==> src/hdl/axil_pkg.sv <==
/* AXI-Lite bus definitions */

package axil_pkg;

    localparam int data_width = 32;  // one register word
    localparam int strb_width = 4;   // byte lanes per word

    // every access is answered OKAY
    typedef enum logic [1:0] {
        resp_okay = 2'b00
    } axil_resp_e;

endpackage

==> src/hdl/csr_pkg.sv <==
/* Voxel CSR register map */

package csr_pkg;

    // ========================================
    // word offsets (byte offset / 4)
    // ========================================
    typedef enum logic [7:0] {
        w_id          = 8'h00,
        w_rev         = 8'h01,
        w_ctrl        = 8'h04,
        w_status      = 8'h05,
        w_cam_x       = 8'h08,
        w_cam_y       = 8'h09,
        w_cam_z       = 8'h0a,
        w_cam_dir_x   = 8'h0b,
        w_cam_dir_y   = 8'h0c,
        w_cam_dir_z   = 8'h0d,
        w_cam_plane_x = 8'h0e,
        w_cam_plane_y = 8'h0f,
        w_flags       = 8'h10,
        w_sel_active  = 8'h11,
        w_sel_x       = 8'h12,
        w_sel_y       = 8'h13,
        w_sel_z       = 8'h14,
        w_int_status  = 8'h20,
        w_int_mask    = 8'h21,
        w_irq_test    = 8'h22
    } csr_word_e;

    typedef logic signed [15:0] cam_t;
    typedef logic [5:0]         sel_coord_t;

    typedef struct packed {
        logic diag_slice;   // bit 3
        logic extra_light;
        logic curvature;
        logic smooth;       // bit 0
    } render_flags_t;

    localparam render_flags_t flags_reset = '{
        diag_slice: 1'b0, extra_light: 1'b0, curvature: 1'b1, smooth: 1'b1
    };

    localparam int ctrl_soft_reset_bit  = 0;
    localparam int ctrl_start_frame_bit = 1;

    localparam int irq_frame_done_bit = 0;
    localparam int irq_test_bit       = 3;

endpackage

==> src/hdl/csr_bus_if.sv <==
/* Internal register access bus */

interface csr_bus_if;

    logic                                wr_en;    // one-cycle strobe
    csr_pkg::csr_word_e                  wr_word;
    logic [axil_pkg::data_width-1:0]     wdata;
    logic [axil_pkg::strb_width-1:0]     wstrb;
    logic                                rd_en;    // one-cycle strobe
    csr_pkg::csr_word_e                  rd_word;

    modport port (
        output wr_en, wr_word, wdata, wstrb,
        output rd_en, rd_word
    );

    modport bank (
        input wr_en, wr_word, wdata, wstrb,
        input rd_en, rd_word
    );

endinterface

==> src/hdl/axil_slave_port.sv <==
/* AXI-Lite slave port */

module axil_slave_port #(
    parameter int addr_width = 16
) (
    input  logic                            clk,
    input  logic                            rst_n,

    input  logic [addr_width-1:0]           awaddr,
    input  logic                            awvalid,
    output logic                            awready,
    input  logic [axil_pkg::data_width-1:0] wdata,
    input  logic [axil_pkg::strb_width-1:0] wstrb,
    input  logic                            wvalid,
    output logic                            wready,
    output axil_pkg::axil_resp_e            bresp,
    output logic                            bvalid,
    input  logic                            bready,

    input  logic [addr_width-1:0]           araddr,
    input  logic                            arvalid,
    output logic                            arready,
    output logic [axil_pkg::data_width-1:0] rdata,
    output axil_pkg::axil_resp_e            rresp,
    output logic                            rvalid,
    input  logic                            rready,

    csr_bus_if.port                         bus,
    input  logic [axil_pkg::data_width-1:0] ctrl_rdata,
    input  logic [axil_pkg::data_width-1:0] irq_rdata
);

    logic wr_accept;
    logic rd_accept;

    assign wr_accept = awready && awvalid && wready && wvalid && !bvalid;
    assign rd_accept = arready && arvalid && !rvalid;

    assign bresp = axil_pkg::resp_okay;
    assign rresp = axil_pkg::resp_okay;

    // word offset from addr[9:2]
    assign bus.wr_en   = wr_accept;
    assign bus.wr_word = csr_pkg::csr_word_e'(awaddr[9:2]);
    assign bus.wdata   = wdata;
    assign bus.wstrb   = wstrb;
    assign bus.rd_en   = rd_accept;
    assign bus.rd_word = csr_pkg::csr_word_e'(araddr[9:2]);

    // ========================================
    // write channel
    // ========================================
    always_ff @(posedge clk or negedge rst_n) begin
        if (!rst_n) begin
            awready <= 1'b0;
            wready  <= 1'b0;
            bvalid  <= 1'b0;
        end else begin
            if (!awready) awready <= awvalid;  // re-arm
            if (!wready)  wready  <= wvalid;
            if (wr_accept) begin
                bvalid  <= 1'b1;
                awready <= 1'b0;
                wready  <= 1'b0;
            end else if (bvalid && bready) begin
                bvalid <= 1'b0;  // held until consumed
            end
        end
    end

    // ========================================
    // read channel
    // ========================================
    always_ff @(posedge clk or negedge rst_n) begin
        if (!rst_n) begin
            arready <= 1'b0;
            rvalid  <= 1'b0;
        end else begin
            if (!arready) arready <= arvalid;
            if (rd_accept) begin
                rvalid  <= 1'b1;
                arready <= 1'b0;
            end else if (rvalid && rready) begin
                rvalid <= 1'b0;
            end
        end
    end

    always_ff @(posedge clk) begin
        if (rd_accept) rdata <= ctrl_rdata | irq_rdata;  // banks return zero off-map
    end

endmodule

==> src/hdl/render_ctrl_regs.sv <==
/* Render control registers */

module render_ctrl_regs (
    input  logic                             clk,
    input  logic                             rst_n,
    csr_bus_if.bank                          bus,
    output logic [axil_pkg::data_width-1:0]  ctrl_rdata,
    output csr_pkg::cam_t                    cam_x, cam_y, cam_z,
    output csr_pkg::cam_t                    cam_dir_x, cam_dir_y, cam_dir_z,
    output csr_pkg::cam_t                    cam_plane_x, cam_plane_y,
    output logic                             cam_load_pulse,
    output logic                             flags_load_pulse,
    output logic                             sel_load_pulse,
    output logic                             sel_active,
    output csr_pkg::render_flags_t           flags,
    output csr_pkg::sel_coord_t              sel_x, sel_y, sel_z,
    output logic                             soft_reset_pulse,
    output logic                             start_frame_pulse
);

    csr_pkg::cam_t                   cam_q [0:7];
    logic [axil_pkg::data_width-1:0] ctrl_shadow;
    logic [7:0]                      wr_off;
    logic [7:0]                      rd_off;

    function automatic logic [axil_pkg::data_width-1:0] merge_wstrb(
        input logic [axil_pkg::data_width-1:0] cur,
        input logic [axil_pkg::data_width-1:0] din,
        input logic [axil_pkg::strb_width-1:0] strb
    );
        logic [axil_pkg::data_width-1:0] res;
        res = cur;
        for (int i = 0; i < axil_pkg::strb_width; i++) begin
            if (strb[i]) res[8*i +: 8] = din[8*i +: 8];
        end
        return res;
    endfunction

    assign wr_off = bus.wr_word;
    assign rd_off = bus.rd_word;

    assign cam_x       = cam_q[0];
    assign cam_y       = cam_q[1];
    assign cam_z       = cam_q[2];
    assign cam_dir_x   = cam_q[3];
    assign cam_dir_y   = cam_q[4];
    assign cam_dir_z   = cam_q[5];
    assign cam_plane_x = cam_q[6];
    assign cam_plane_y = cam_q[7];

    always_ff @(posedge clk or negedge rst_n) begin
        if (!rst_n) begin
            for (int i = 0; i < 8; i++) cam_q[i] <= '0;
            ctrl_shadow       <= '0;
            flags             <= csr_pkg::flags_reset;
            sel_active        <= 1'b0;
            sel_x             <= '0;
            sel_y             <= '0;
            sel_z             <= '0;
            cam_load_pulse    <= 1'b0;
            flags_load_pulse  <= 1'b0;
            sel_load_pulse    <= 1'b0;
            soft_reset_pulse  <= 1'b0;
            start_frame_pulse <= 1'b0;
        end else begin
            cam_load_pulse    <= 1'b0;
            flags_load_pulse  <= 1'b0;
            sel_load_pulse    <= 1'b0;
            soft_reset_pulse  <= 1'b0;
            start_frame_pulse <= 1'b0;
            if (soft_reset_pulse) begin  // deferred soft reset
                flags            <= csr_pkg::flags_reset;
                ctrl_shadow[3:2] <= 2'b00;
            end
            if (bus.wr_en) begin
                case (bus.wr_word)
                    csr_pkg::w_ctrl: begin
                        ctrl_shadow <= merge_wstrb(ctrl_shadow, bus.wdata, bus.wstrb);
                        if (bus.wdata[csr_pkg::ctrl_soft_reset_bit])  soft_reset_pulse  <= 1'b1;
                        if (bus.wdata[csr_pkg::ctrl_start_frame_bit]) start_frame_pulse <= 1'b1;
                        if (|bus.wdata[3:2]) begin  // flag shortcut
                            flags.diag_slice  <= bus.wdata[2];
                            flags.extra_light <= bus.wdata[3];
                            flags_load_pulse  <= 1'b1;
                            ctrl_shadow[3:2]  <= bus.wdata[3:2];
                        end
                    end
                    csr_pkg::w_cam_x, csr_pkg::w_cam_y, csr_pkg::w_cam_z,
                    csr_pkg::w_cam_dir_x, csr_pkg::w_cam_dir_y, csr_pkg::w_cam_dir_z,
                    csr_pkg::w_cam_plane_x, csr_pkg::w_cam_plane_y: begin
                        cam_q[wr_off[2:0]] <= bus.wdata[15:0];
                        cam_load_pulse     <= 1'b1;
                    end
                    csr_pkg::w_flags: begin
                        flags            <= csr_pkg::render_flags_t'(bus.wdata[3:0]);
                        flags_load_pulse <= 1'b1;
                    end
                    csr_pkg::w_sel_active: begin
                        sel_active     <= bus.wdata[0];
                        sel_load_pulse <= 1'b1;
                    end
                    csr_pkg::w_sel_x: begin
                        sel_x          <= bus.wdata[5:0];
                        sel_load_pulse <= 1'b1;
                    end
                    csr_pkg::w_sel_y: begin
                        sel_y          <= bus.wdata[5:0];
                        sel_load_pulse <= 1'b1;
                    end
                    csr_pkg::w_sel_z: begin
                        sel_z          <= bus.wdata[5:0];
                        sel_load_pulse <= 1'b1;
                    end
                    default: ;
                endcase
            end
        end
    end

    // ========================================
    // read mux
    // ========================================
    always_comb begin
        ctrl_rdata = '0;
        case (bus.rd_word)
            csr_pkg::w_ctrl: ctrl_rdata = {ctrl_shadow[31:6], 2'b00, ctrl_shadow[3:2], 2'b00};
            csr_pkg::w_cam_x, csr_pkg::w_cam_y, csr_pkg::w_cam_z,
            csr_pkg::w_cam_dir_x, csr_pkg::w_cam_dir_y, csr_pkg::w_cam_dir_z,
            csr_pkg::w_cam_plane_x, csr_pkg::w_cam_plane_y:
                ctrl_rdata = {{16{cam_q[rd_off[2:0]][15]}}, cam_q[rd_off[2:0]]};  // sign-extend
            csr_pkg::w_flags:      ctrl_rdata = {28'd0, flags};
            csr_pkg::w_sel_active: ctrl_rdata = {31'd0, sel_active};
            csr_pkg::w_sel_x:      ctrl_rdata = {26'd0, sel_x};
            csr_pkg::w_sel_y:      ctrl_rdata = {26'd0, sel_y};
            csr_pkg::w_sel_z:      ctrl_rdata = {26'd0, sel_z};
            default: ;
        endcase
    end

endmodule

==> src/hdl/irq_status_regs.sv <==
/* Identity, status and interrupts */

module irq_status_regs #(
    parameter logic [15:0] vendor_id = 16'h1bad,
    parameter logic [15:0] device_id = 16'h2024,
    parameter logic [7:0]  rev_id    = 8'h01,
    parameter logic [7:0]  build_id  = 8'h00
) (
    input  logic                            clk,
    input  logic                            rst_n,
    csr_bus_if.bank                         bus,
    output logic [axil_pkg::data_width-1:0] irq_rdata,
    input  logic                            frame_done_pulse,
    input  logic                            core_busy,
    input  logic                            soft_reset_pulse,
    input  logic                            start_frame_pulse,
    output logic                            irq
);

    logic                            frame_done_q;  // clear-on-read latch
    logic [axil_pkg::data_width-1:0] int_status;
    logic [axil_pkg::data_width-1:0] int_mask;
    logic                            status_read;

    assign status_read = bus.rd_en && (bus.rd_word == csr_pkg::w_status);
    assign irq         = |(int_status & int_mask);  // level

    always_ff @(posedge clk or negedge rst_n) begin
        if (!rst_n) begin
            frame_done_q <= 1'b0;
            int_status   <= '0;
            int_mask     <= '0;
        end else begin
            if (status_read) frame_done_q <= 1'b0;
            if (soft_reset_pulse) begin
                frame_done_q <= 1'b0;
                int_status   <= '0;
            end
            if (start_frame_pulse) begin
                frame_done_q                         <= 1'b0;
                int_status[csr_pkg::irq_frame_done_bit] <= 1'b0;
            end
            if (frame_done_pulse) begin
                frame_done_q                         <= 1'b1;
                int_status[csr_pkg::irq_frame_done_bit] <= 1'b1;
            end
            if (bus.wr_en) begin
                case (bus.wr_word)
                    csr_pkg::w_int_status: int_status <= int_status & ~bus.wdata;  // w1c
                    csr_pkg::w_int_mask:   int_mask   <= bus.wdata;
                    csr_pkg::w_irq_test:
                        if (bus.wdata[0]) int_status[csr_pkg::irq_test_bit] <= 1'b1;
                    default: ;
                endcase
            end
        end
    end

    always_comb begin
        irq_rdata = '0;
        case (bus.rd_word)
            csr_pkg::w_id:         irq_rdata = {vendor_id, device_id};
            csr_pkg::w_rev:        irq_rdata = {16'd0, build_id, rev_id};
            csr_pkg::w_status:     irq_rdata = {30'd0, frame_done_q, core_busy};
            csr_pkg::w_int_status: irq_rdata = int_status;
            csr_pkg::w_int_mask:   irq_rdata = int_mask;
            default: ;
        endcase
    end

endmodule

==> src/hdl/voxel_csr_top.sv <==
/* Voxel CSR block top */

module voxel_csr_top #(
    parameter int          addr_width = 16,
    parameter logic [15:0] vendor_id  = 16'h1bad,
    parameter logic [15:0] device_id  = 16'h2024,
    parameter logic [7:0]  rev_id     = 8'h01,
    parameter logic [7:0]  build_id   = 8'h00
) (
    input  logic                            clk,
    input  logic                            rst_n,

    // AXI-Lite slave
    input  logic [addr_width-1:0]           s_axil_awaddr,
    input  logic                            s_axil_awvalid,
    output logic                            s_axil_awready,
    input  logic [axil_pkg::data_width-1:0] s_axil_wdata,
    input  logic [axil_pkg::strb_width-1:0] s_axil_wstrb,
    input  logic                            s_axil_wvalid,
    output logic                            s_axil_wready,
    output axil_pkg::axil_resp_e            s_axil_bresp,
    output logic                            s_axil_bvalid,
    input  logic                            s_axil_bready,
    input  logic [addr_width-1:0]           s_axil_araddr,
    input  logic                            s_axil_arvalid,
    output logic                            s_axil_arready,
    output logic [axil_pkg::data_width-1:0] s_axil_rdata,
    output axil_pkg::axil_resp_e            s_axil_rresp,
    output logic                            s_axil_rvalid,
    input  logic                            s_axil_rready,

    // render core side
    output csr_pkg::cam_t                   cam_x, cam_y, cam_z,
    output csr_pkg::cam_t                   cam_dir_x, cam_dir_y, cam_dir_z,
    output csr_pkg::cam_t                   cam_plane_x, cam_plane_y,
    output logic                            cam_load_pulse,
    output logic                            flags_load_pulse,
    output logic                            sel_load_pulse,
    output logic                            sel_active,
    output csr_pkg::render_flags_t          flags,
    output csr_pkg::sel_coord_t             sel_x, sel_y, sel_z,
    output logic                            soft_reset_pulse,
    output logic                            start_frame_pulse,
    input  logic                            frame_done_pulse,
    input  logic                            core_busy,
    output logic                            irq_out
);

    logic [axil_pkg::data_width-1:0] ctrl_rdata;
    logic [axil_pkg::data_width-1:0] irq_rdata;

    csr_bus_if csr_bus ();

    axil_slave_port #(.addr_width(addr_width)) u_port (
        .clk, .rst_n,
        .awaddr(s_axil_awaddr), .awvalid(s_axil_awvalid), .awready(s_axil_awready),
        .wdata(s_axil_wdata), .wstrb(s_axil_wstrb), .wvalid(s_axil_wvalid),
        .wready(s_axil_wready), .bresp(s_axil_bresp), .bvalid(s_axil_bvalid),
        .bready(s_axil_bready), .araddr(s_axil_araddr), .arvalid(s_axil_arvalid),
        .arready(s_axil_arready), .rdata(s_axil_rdata), .rresp(s_axil_rresp),
        .rvalid(s_axil_rvalid), .rready(s_axil_rready),
        .bus(csr_bus.port), .ctrl_rdata, .irq_rdata
    );

    render_ctrl_regs u_render (
        .clk, .rst_n, .bus(csr_bus.bank), .ctrl_rdata,
        .cam_x, .cam_y, .cam_z, .cam_dir_x, .cam_dir_y, .cam_dir_z,
        .cam_plane_x, .cam_plane_y, .cam_load_pulse, .flags_load_pulse,
        .sel_load_pulse, .sel_active, .flags, .sel_x, .sel_y, .sel_z,
        .soft_reset_pulse, .start_frame_pulse
    );

    irq_status_regs #(
        .vendor_id(vendor_id), .device_id(device_id),
        .rev_id(rev_id), .build_id(build_id)
    ) u_irq (
        .clk, .rst_n, .bus(csr_bus.bank), .irq_rdata,
        .frame_done_pulse, .core_busy, .soft_reset_pulse, .start_frame_pulse,
        .irq(irq_out)
    );

endmodule

==> config.mk <==
export PLATFORM = sky130hd
export DESIGN_NAME = voxel_csr_top
export DESIGN_NICKNAME = d
export VERILOG_FILES = /design/src/hdl/axil_pkg.sv /design/src/hdl/csr_pkg.sv /design/src/hdl/csr_bus_if.sv /design/src/hdl/axil_slave_port.sv /design/src/hdl/render_ctrl_regs.sv /design/src/hdl/irq_status_regs.sv /design/src/hdl/voxel_csr_top.sv
export SDC_FILE = /design/constraint.sdc
export NUM_CORES = 1
export LEC_CHECK = 0
export BUFFER_PORTS_ARGS = -buffer_cell sky130_fd_sc_hd__buf_2
export CAP_MARGIN = 20
export CORE_MARGIN = 5
export CORE_UTILIZATION = 30
export DETAILED_ROUTE_END_ITERATION = 12
export GPL_TIMING_DRIVEN = 0
export SLEW_MARGIN = 10
export SYNTH_ARGS = -nofsm -noshare
export SYNTH_HDL_FRONTEND = slang
export SYNTH_HIERARCHICAL = 1
export SYNTH_SLANG_ARGS = --single-unit
==> constraint.sdc <==
create_clock -name clk -period 3.85 [get_ports clk]
set_input_delay 0.5775 -clock clk [delete_from_list [all_inputs] [get_ports clk]]
set_output_delay 0.5775 -clock clk [all_outputs]
set_load 0.03 [all_outputs]
Word-level counts from Yosys, hierarchy flattened
Index checks and enable logic that the tools add are counted.
{"block": "word_totals", "reg_bits": 290, "in_bits": 77}
{"block": "op_classes", "magnitude_cmp": 3, "n_bitwise": 6, "eq_ne": 36, "reduce_logical": 31, "mux": 53}
{"operator": "$pmux 32 s7", "n": 1}
{"operator": "$pmux 32 s5", "n": 1}
{"operator": "$bwmux 128", "n": 1}
{"operator": "$eq 8x4->1 const B", "n": 16}
{"operator": "$eq 8x5->1 const B", "n": 10}
{"operator": "$and 32x32->32", "n": 2}
{"operator": "$mux 32", "n": 2}
{"operator": "$bmux 16 s3", "n": 1}
{"operator": "$demux 16 s3", "n": 1}
{"operator": "$mux 16", "n": 3}
{"operator": "$eq 8x6->1 const B", "n": 5}
{"operator": "$not 32->32", "n": 1}
{"operator": "$or 32x32->32", "n": 1}
{"operator": "$reduce_or 32->1", "n": 1}
{"operator": "$mux 1", "n": 29}
{"operator": "$mux 28", "n": 1}
{"operator": "$eq 8x3->1 const B", "n": 3}
{"operator": "$mux 4", "n": 5}
{"operator": "$reduce_or 8->1", "n": 2}
{"operator": "$reduce_and 2->1", "n": 6}
{"operator": "$reduce_and 3->1", "n": 4}
{"operator": "$logic_and 1x1->1", "n": 10}
{"operator": "$eq 8x1->1 const B", "n": 1}
{"operator": "$ge 4x4->1 const B", "n": 2}
{"operator": "other kinds (13)", "n": 20}

Longest topological paths before layout
{"block": "depth", "ltp_word": 7, "depth_mapped": 10, "ltp_nobuf": 6}

By module
The synthesis kept the hierarchy.
{"mod": "render_ctrl_regs", "n_inst": 1, "cells_per_inst": 573, "area_per_inst_um2": 8495.6}
{"mod": "irq_status_regs", "n_inst": 1, "cells_per_inst": 260, "area_per_inst_um2": 3110.5}
{"mod": "axil_slave_port", "n_inst": 1, "cells_per_inst": 136, "area_per_inst_um2": 1781.7}

Worst setup path after synthesis
Ideal clock, no wire load.
{"block": "synth_timing", "path_type": "input-to-reg", "from": "input s_axil_araddr[2]", "to": "register u_port/rdata[5] (netlist name) (data pin)", "arrival_ns": 2.781, "cell_stages": 8, "path_slack_ns": 0.807, "required_time_ns": 3.588, "n_path_buf": 4, "setup_ns": 0.262, "cell_sequence": "buf_4 clkbuf_1 buf_1 clkbuf_1 mux4_2 a32oi_1 nand2_1 or2_2"}
{"block": "synth_between", "elab_chain_len": 6, "elab_cells_between_ends": 27, "classes_between": "18 x eq/ne; 5 x mux; 2 x bitwise; 2 x reduce/logical"}
{"element": "start, declared", "line": "voxel_csr_top.sv:24", "rtl": "input logic [addr_width-1:0] s_axil_araddr,"}
{"element": "$not 3->4 (implied by the code)", "line": "render_ctrl_regs.sv:130", "rtl": "ctrl_rdata = {{16{cam_q[rd_off[2:0]][15]}}, cam_q[rd_off[2:0]]};"}
{"element": "$bmux 16 s3", "line": "render_ctrl_regs.sv:130"}
{"element": "$mux 16 (implied by the code) (2 in series)", "line": "render_ctrl_regs.sv:130"}
{"element": "$pmux 32 s7 (*)", "line": "render_ctrl_regs.sv:125", "rtl": "case (bus.rd_word)"}
{"element": "net ctrl_rdata (one bit)", "line": "voxel_csr_top.sv:49", "rtl": "logic [axil_pkg::data_width-1:0] ctrl_rdata;"}
{"element": "$or 32x32->32 (*)", "line": "axil_slave_port.sv:90", "rtl": "if (rd_accept) rdata <= ctrl_rdata | irq_rdata;"}
{"element": "end signal, assigned", "line": "axil_slave_port.sv:90"}
{"element": "end, declared", "line": "axil_slave_port.sv:23", "rtl": "output logic [axil_pkg::data_width-1:0] rdata,"}
The timed path passes the listed nets; every way through them passes the cells marked *. The select of a mux whose other input is x is not followed.
A chain may end at the register's enable or synchronous reset.

Worst setup path in the final report
{"block": "layout_timing", "from": "register u_port.awready", "to": "register u_render.cam_q (netlist bit u_render/cam_plane_y[13])"}
{"block": "layout_between", "elab_chain_len": 5}
{"element": "start, declared", "line": "axil_slave_port.sv:11", "rtl": "output logic awready,"}
{"element": "start signal, assigned", "line": "axil_slave_port.sv:59", "rtl": "if (!awready) awready <= awvalid;"}
{"element": "$logic_and 1x1->1 (4 in series)", "line": "axil_slave_port.sv:36", "rtl": "assign wr_accept = awready && awvalid && wready && wvalid && !bvalid;"}
{"element": "net csr_bus.wr_en", "line": "csr_bus_if.sv:5", "rtl": "logic wr_en;"}
{"element": "$reduce_and 2->1 (no line)"}
{"element": "end signal, assigned by index", "line": "render_ctrl_regs.sv:91", "rtl": "cam_q[wr_off[2:0]] <= bus.wdata[15:0];"}
{"element": "end, declared", "line": "render_ctrl_regs.sv:21", "rtl": "csr_pkg::cam_t cam_q [0:7];"}
The timed path passes the listed nets, and every way through them passes these cells.

==> load_flow_metrics.sql <==
INSERT INTO impl_metrics (metric_group, metric, value, unit) VALUES
('setup_path', 'crit_startpoint', 'u_port/awready$_DFF_PN0_', ''),
('timing', 'max_clock_freq', '0.302', 'GHz'),
('floorplan', 'fp.coreArea', '0.0442', 'sq mm'),
('logic_synthesis', 'ys_types', '58', ''),
('placed_design', 'numPortBuffers', '202', ''),
('min_path', 'worst_hold_path_type', 'in2async', ''),
('finish', 'layout.filler_cells', '4310', ''),
('logic_synthesis', 'seq_area_frac_synth', '54.7', '%'),
('logic_synthesis', 'synth-warning-count', '6', ''),
('grt', 'globalRouteTotalUtil', '17.3', '%'),
('power_and_ir_drop', 'power_density', '443', 'mW/mm^2'),
('clocking', 'cts.repair.resized', '0', ''),
('placed_design', 'place_hpwl', '32.2', 'mm'),
('placed_design', 'routabilityCongestion', '0.811', ''),
('clocking', 'htree_levels', '2', ''),
('logic_synthesis', 'count_of_flip_flops_with_a_built_in_enable_after_synthesis', '32', ''),
('logic_synthesis', 'syn_area_per_cell', '13.8', 'sq um'),
('grt', 'remaining_global_route_overflow', '0', ''),
('drt', 'drt-initial-drc-count', '522', ''),
('timing', 'period_needed', '3.31', 'ns'),
('floorplan', 'effective_utilization_at_floorplan', '30.3', '%'),
('clocking', 'cts_setup_buffers', '0', ''),
('floorplan', 'core.rowCount', '77', ''),
('setup_path', 'worstPathArrival', '3.74', 'ns'),
('setup_path', 'end_kind', 'flop', ''),
('timing', 'setup_repair_after_global_routing_missed_its_margin', 'no', ''),
('clocking', 'worst_skew_pair.late_latency', '0.54', 'ns'),
('timing', 'post_route_skew', '0.0160', 'ns'),
('timing', 'min_period_over_period', '86.0', '%'),
('clocking', 'postCtsHoldBufs', '0', ''),
('drt', 'via_count', '9186', ''),
('drt', 'postRouteWirelength', '43.2', 'mm'),
('drt', 'avgRoutedWirePerCell', '23.6', 'um'),
('timing', 'total_setup_violations_reported_at_the_end_of_the_flow', '0', ''),
('timing', 'setup_total_negative_slack', '0', 'ns'),
('timing', 'timing_hold_violations_final', '0', ''),
('timing', 'timing.slew.headroom', '24.6', '%'),
('logic_synthesis', 'postSynth.asyncResetShare', '88.8', '%'),
('logic_synthesis', 'synth_seq_cells', '286', ''),
('drt', 'drt_drc_violations_left', '0', ''),
('job', 'max_cap_violations', '0', ''),
('clocking', 'tritoncts', 'yes', ''),
('drt', 'vias_per_cell', '5.01', ''),
('clocking', 'cts_sinks', '286', ''),
('finish', 'layout_overhead_on_the_synthesized_area', '22.4', '%'),
('setup_path', 'crit_fanout', '10', ''),
('floorplan', 'die_footprint', '0.0490', 'sq mm'),
('finish', 'most_common_cell_after_layout_fill_and_taps_aside', 'sky130_fd_sc_hd__dfrtp_1', ''),
('setup_path', 'regToRegStartpoint', 'u_port/awready$_DFF_PN0_', ''),
('power_and_ir_drop', 'worst_voltage_drop_across_the_vdd_grid', '0.324', 'mV'),
('grt', 'grt_pass1_wl', '64.8', 'mm'),
('finish', 'nets', '1291', ''),
('logic_synthesis', 'flip_flop_cell_with_the_highest_count_after_synthesis', 'sky130_fd_sc_hd__dfrtp_1', ''),
('timing', 'report.final.slew_viol_count', '0', ''),
('finish', 'layout-drive-gt1-share', '49.6', '%'),
('clocking', 'cts-buffers-inserted', '35', ''),
('finish', 'layout_common_cells', 'sky130_fd_sc_hd__dfrtp_1 (252), sky130_fd_sc_hd__buf_2 (206), sky130_fd_sc_hd__mux2_2 (197)', ''),
('drt', 'detail_route.first_pass.iterations', '5', ''),
('floorplan', 'chipWidth', '221', 'um'),
('grt', 'grt_max_degree', '89', ''),
('grt', 'number_of_global_route_vias_before_repair', '9547', ''),
('setup_path', 'setup.worst_path.class', 'reg2reg', ''),
('power_and_ir_drop', 'p_leak', '8.40', 'nW'),
('logic_synthesis', 'syn_inst', '969', ''),
('floorplan', 'pin_count', '275', ''),
('outcome', 'result_of_the_run', 'finished clean', ''),
('floorplan', 'die_h', '221', 'um'),
('setup_path', 'critPathLaunchType', 'flop', ''),
('finish', 'end_of_flow_core_utilization', '37.0', '%'),
('clocking', 'clkSlewWorstSetupHoldPaths', '0.06', 'ns'),
('finish', 'post-route-cell-area', '0.0164', 'sq mm'),
('placed_design', 'detailed_place.area', '0.0152', 'sq mm'),
('setup_path', 'cp_required', '4.28', 'ns'),
('grt', 'antenna_found_initial', '1', ''),
('clocking', 'clockBufferDepth', '3', ''),
('clocking', 'cts_root_buffer', 'sky130_fd_sc_hd__clkbuf_16', ''),
('timing', 'worst_slew_pin_slew', '1.13', 'ns'),
('logic_synthesis', 'syn_area', '0.0134', 'sq mm'),
('drt', 'drt.antenna.violating_nets', '0', '');
-- layer usage --
layer / routed length, um / vias up / track usage [%]
met2: 20300 / 281 / 27.7
met3: 2700 / 63 / 4.07
li1: - / 4045 / -
met4: 1250 / 0 / 5.58
met1: 19000 / 4797 / 23.3
met5: 0 / - / 0
-- worst max-delay path, stage by stage, from the launching register on --
cell                       delay (ns)
sky130_fd_sc_hd__dfrtp_1         0.38
sky130_fd_sc_hd__nand4_2         0.15
sky130_fd_sc_hd__nor2_1          0.16
sky130_fd_sc_hd__nor4b_1         0.66
sky130_fd_sc_hd__and4b_1         0.31
sky130_fd_sc_hd__clkbuf_1        0.22
sky130_fd_sc_hd__nand3_1         0.41
sky130_fd_sc_hd__clkbuf_1        0.49
sky130_fd_sc_hd__mux2_2          0.39
-- cells in the mapped netlist, drive strengths merged (2+ instances only) --
library cell / count / area share (%)
a221o: 13 / 0.97
a22o: 29 / 1.9
a22oi: 24 / 1.3
o211ai: 4 / 0.22
a211o: 2 / 0.13
a21oi: 4 / 0.15
and4: 2 / 0.13
and3b: 2 / 0.13
dfrtp: 252 / 47
nor3: 4 / 0.23
mux2: 207 / 18
nand3b: 2 / 0.11
a211oi: 30 / 1.7
and2: 3 / 0.14
nor2: 15 / 0.44
mux2i: 7 / 0.52
nand4: 9 / 0.47
clkbuf: 35 / 0.98
a21o: 26 / 1.5
nand2: 17 / 0.48
dfstp: 2 / 0.39
nor3b: 6 / 0.59
nor2b: 6 / 0.28
o21ai: 9 / 0.34
inv: 40 / 1.1
or4b: 3 / 0.31
a32oi: 4 / 0.26
nand2b: 2 / 0.093
nand3: 10 / 0.37
o22a: 2 / 0.13
o22ai: 2 / 0.093
nor4: 4 / 0.19
buf: 79 / 4.4
mux4: 33 / 5.6
and3: 4 / 0.19
or2: 32 / 1.5
edfxtp: 32 / 7.2
-- flip-flops by register name, summed over array words and instances (netlist names), 4 cells and up --
signal                cells
u_port/rdata             32
u_render/cam_plane_y     16
u_render/sel_z            6
u_render/cam_z           16
u_render/cam_dir_x       16
u_irq/int_status         32
u_render/sel_x            6
u_render/cam_dir_z       16
u_render/sel_y            6
u_render/cam_x           16
u_irq/int_mask           32
u_render/cam_y           16
u_render/cam_dir_y       16
u_render/flags            4
u_render/cam_plane_x     16
u_render/ctrl_shadow     28
-- cells by family after synthesis --
logic type | Yosys count | synth area share (%)
other | 1 | 0.0280
buffers and inverters | 154 | 6.47
flip-flops | 286 | 54.7
multiplexers | 247 | 23.8
XOR/XNOR | 1 | 0.0654
AO/OA/AOI/OAI | 154 | 8.99
AND/OR/NAND/NOR | 126 | 6.01
-- metrics by stage --
step,power [W],worst slack [ns],hold WS (ns),cells
CTS,0.00737,0.236,0.0601,1830
global route,0.00755,0.243,0.111,1832
floorplan,0.00374,0.807,0.282,972
global placement,0.00401,-2.61,0.480,1766
finish,0.00725,0.538,0.0631,1833
detailed placement,0.00403,-0.338,0.492,1768
-- final timing paths --
path | endpoint | depth (start not counted) | slack, ns
worst max-delay path | u_render/cam_plane_y[13]$_DFFE_PN0P_ | 8 | 0.54
worst min-delay path | u_render/cam_plane_y[2]$_DFFE_PN0P_ | 1 | 0.06
worst max register to register | u_render/cam_plane_y[13]$_DFFE_PN0P_ | 8 | 0.54
worst min register to register | u_render/ctrl_shadow[11]$_DFFE_PN0P_ | 1 | 0.50
max in group asynchronous | u_irq/int_status[11]$_DFF_PN0_ | 3 | 2.51
min in group clk | u_port/rvalid$_DFFE_PN0P_ | 2 | 0.21
-- power by group --
group / internal [W] / leakage (nW) / switching [W]
Combinational: 0.000207 / 4.04 / 0.000503
Sequential: 0.00319 / 3.80 / 0.0000588
Clock: 0.00198 / 0.561 / 0.00132
Total: 0.00537 / 8.40 / 0.00188
-- cell type report --
cell class,count,area [sq um],share of cell area (%)
clock buffers,51,1020,6.21
plain buffers,114,717,4.38
flip-flops and latches,286,7320,44.7
clock inverters,11,128,0.779
diodes,2,5.00,0.0306
multi-input cells,532,5210,31.8
repair buffers,205,1090,6.66
inverters,40,150,0.917
well taps,592,741,4.52
(Power assumes the default switching activity.)
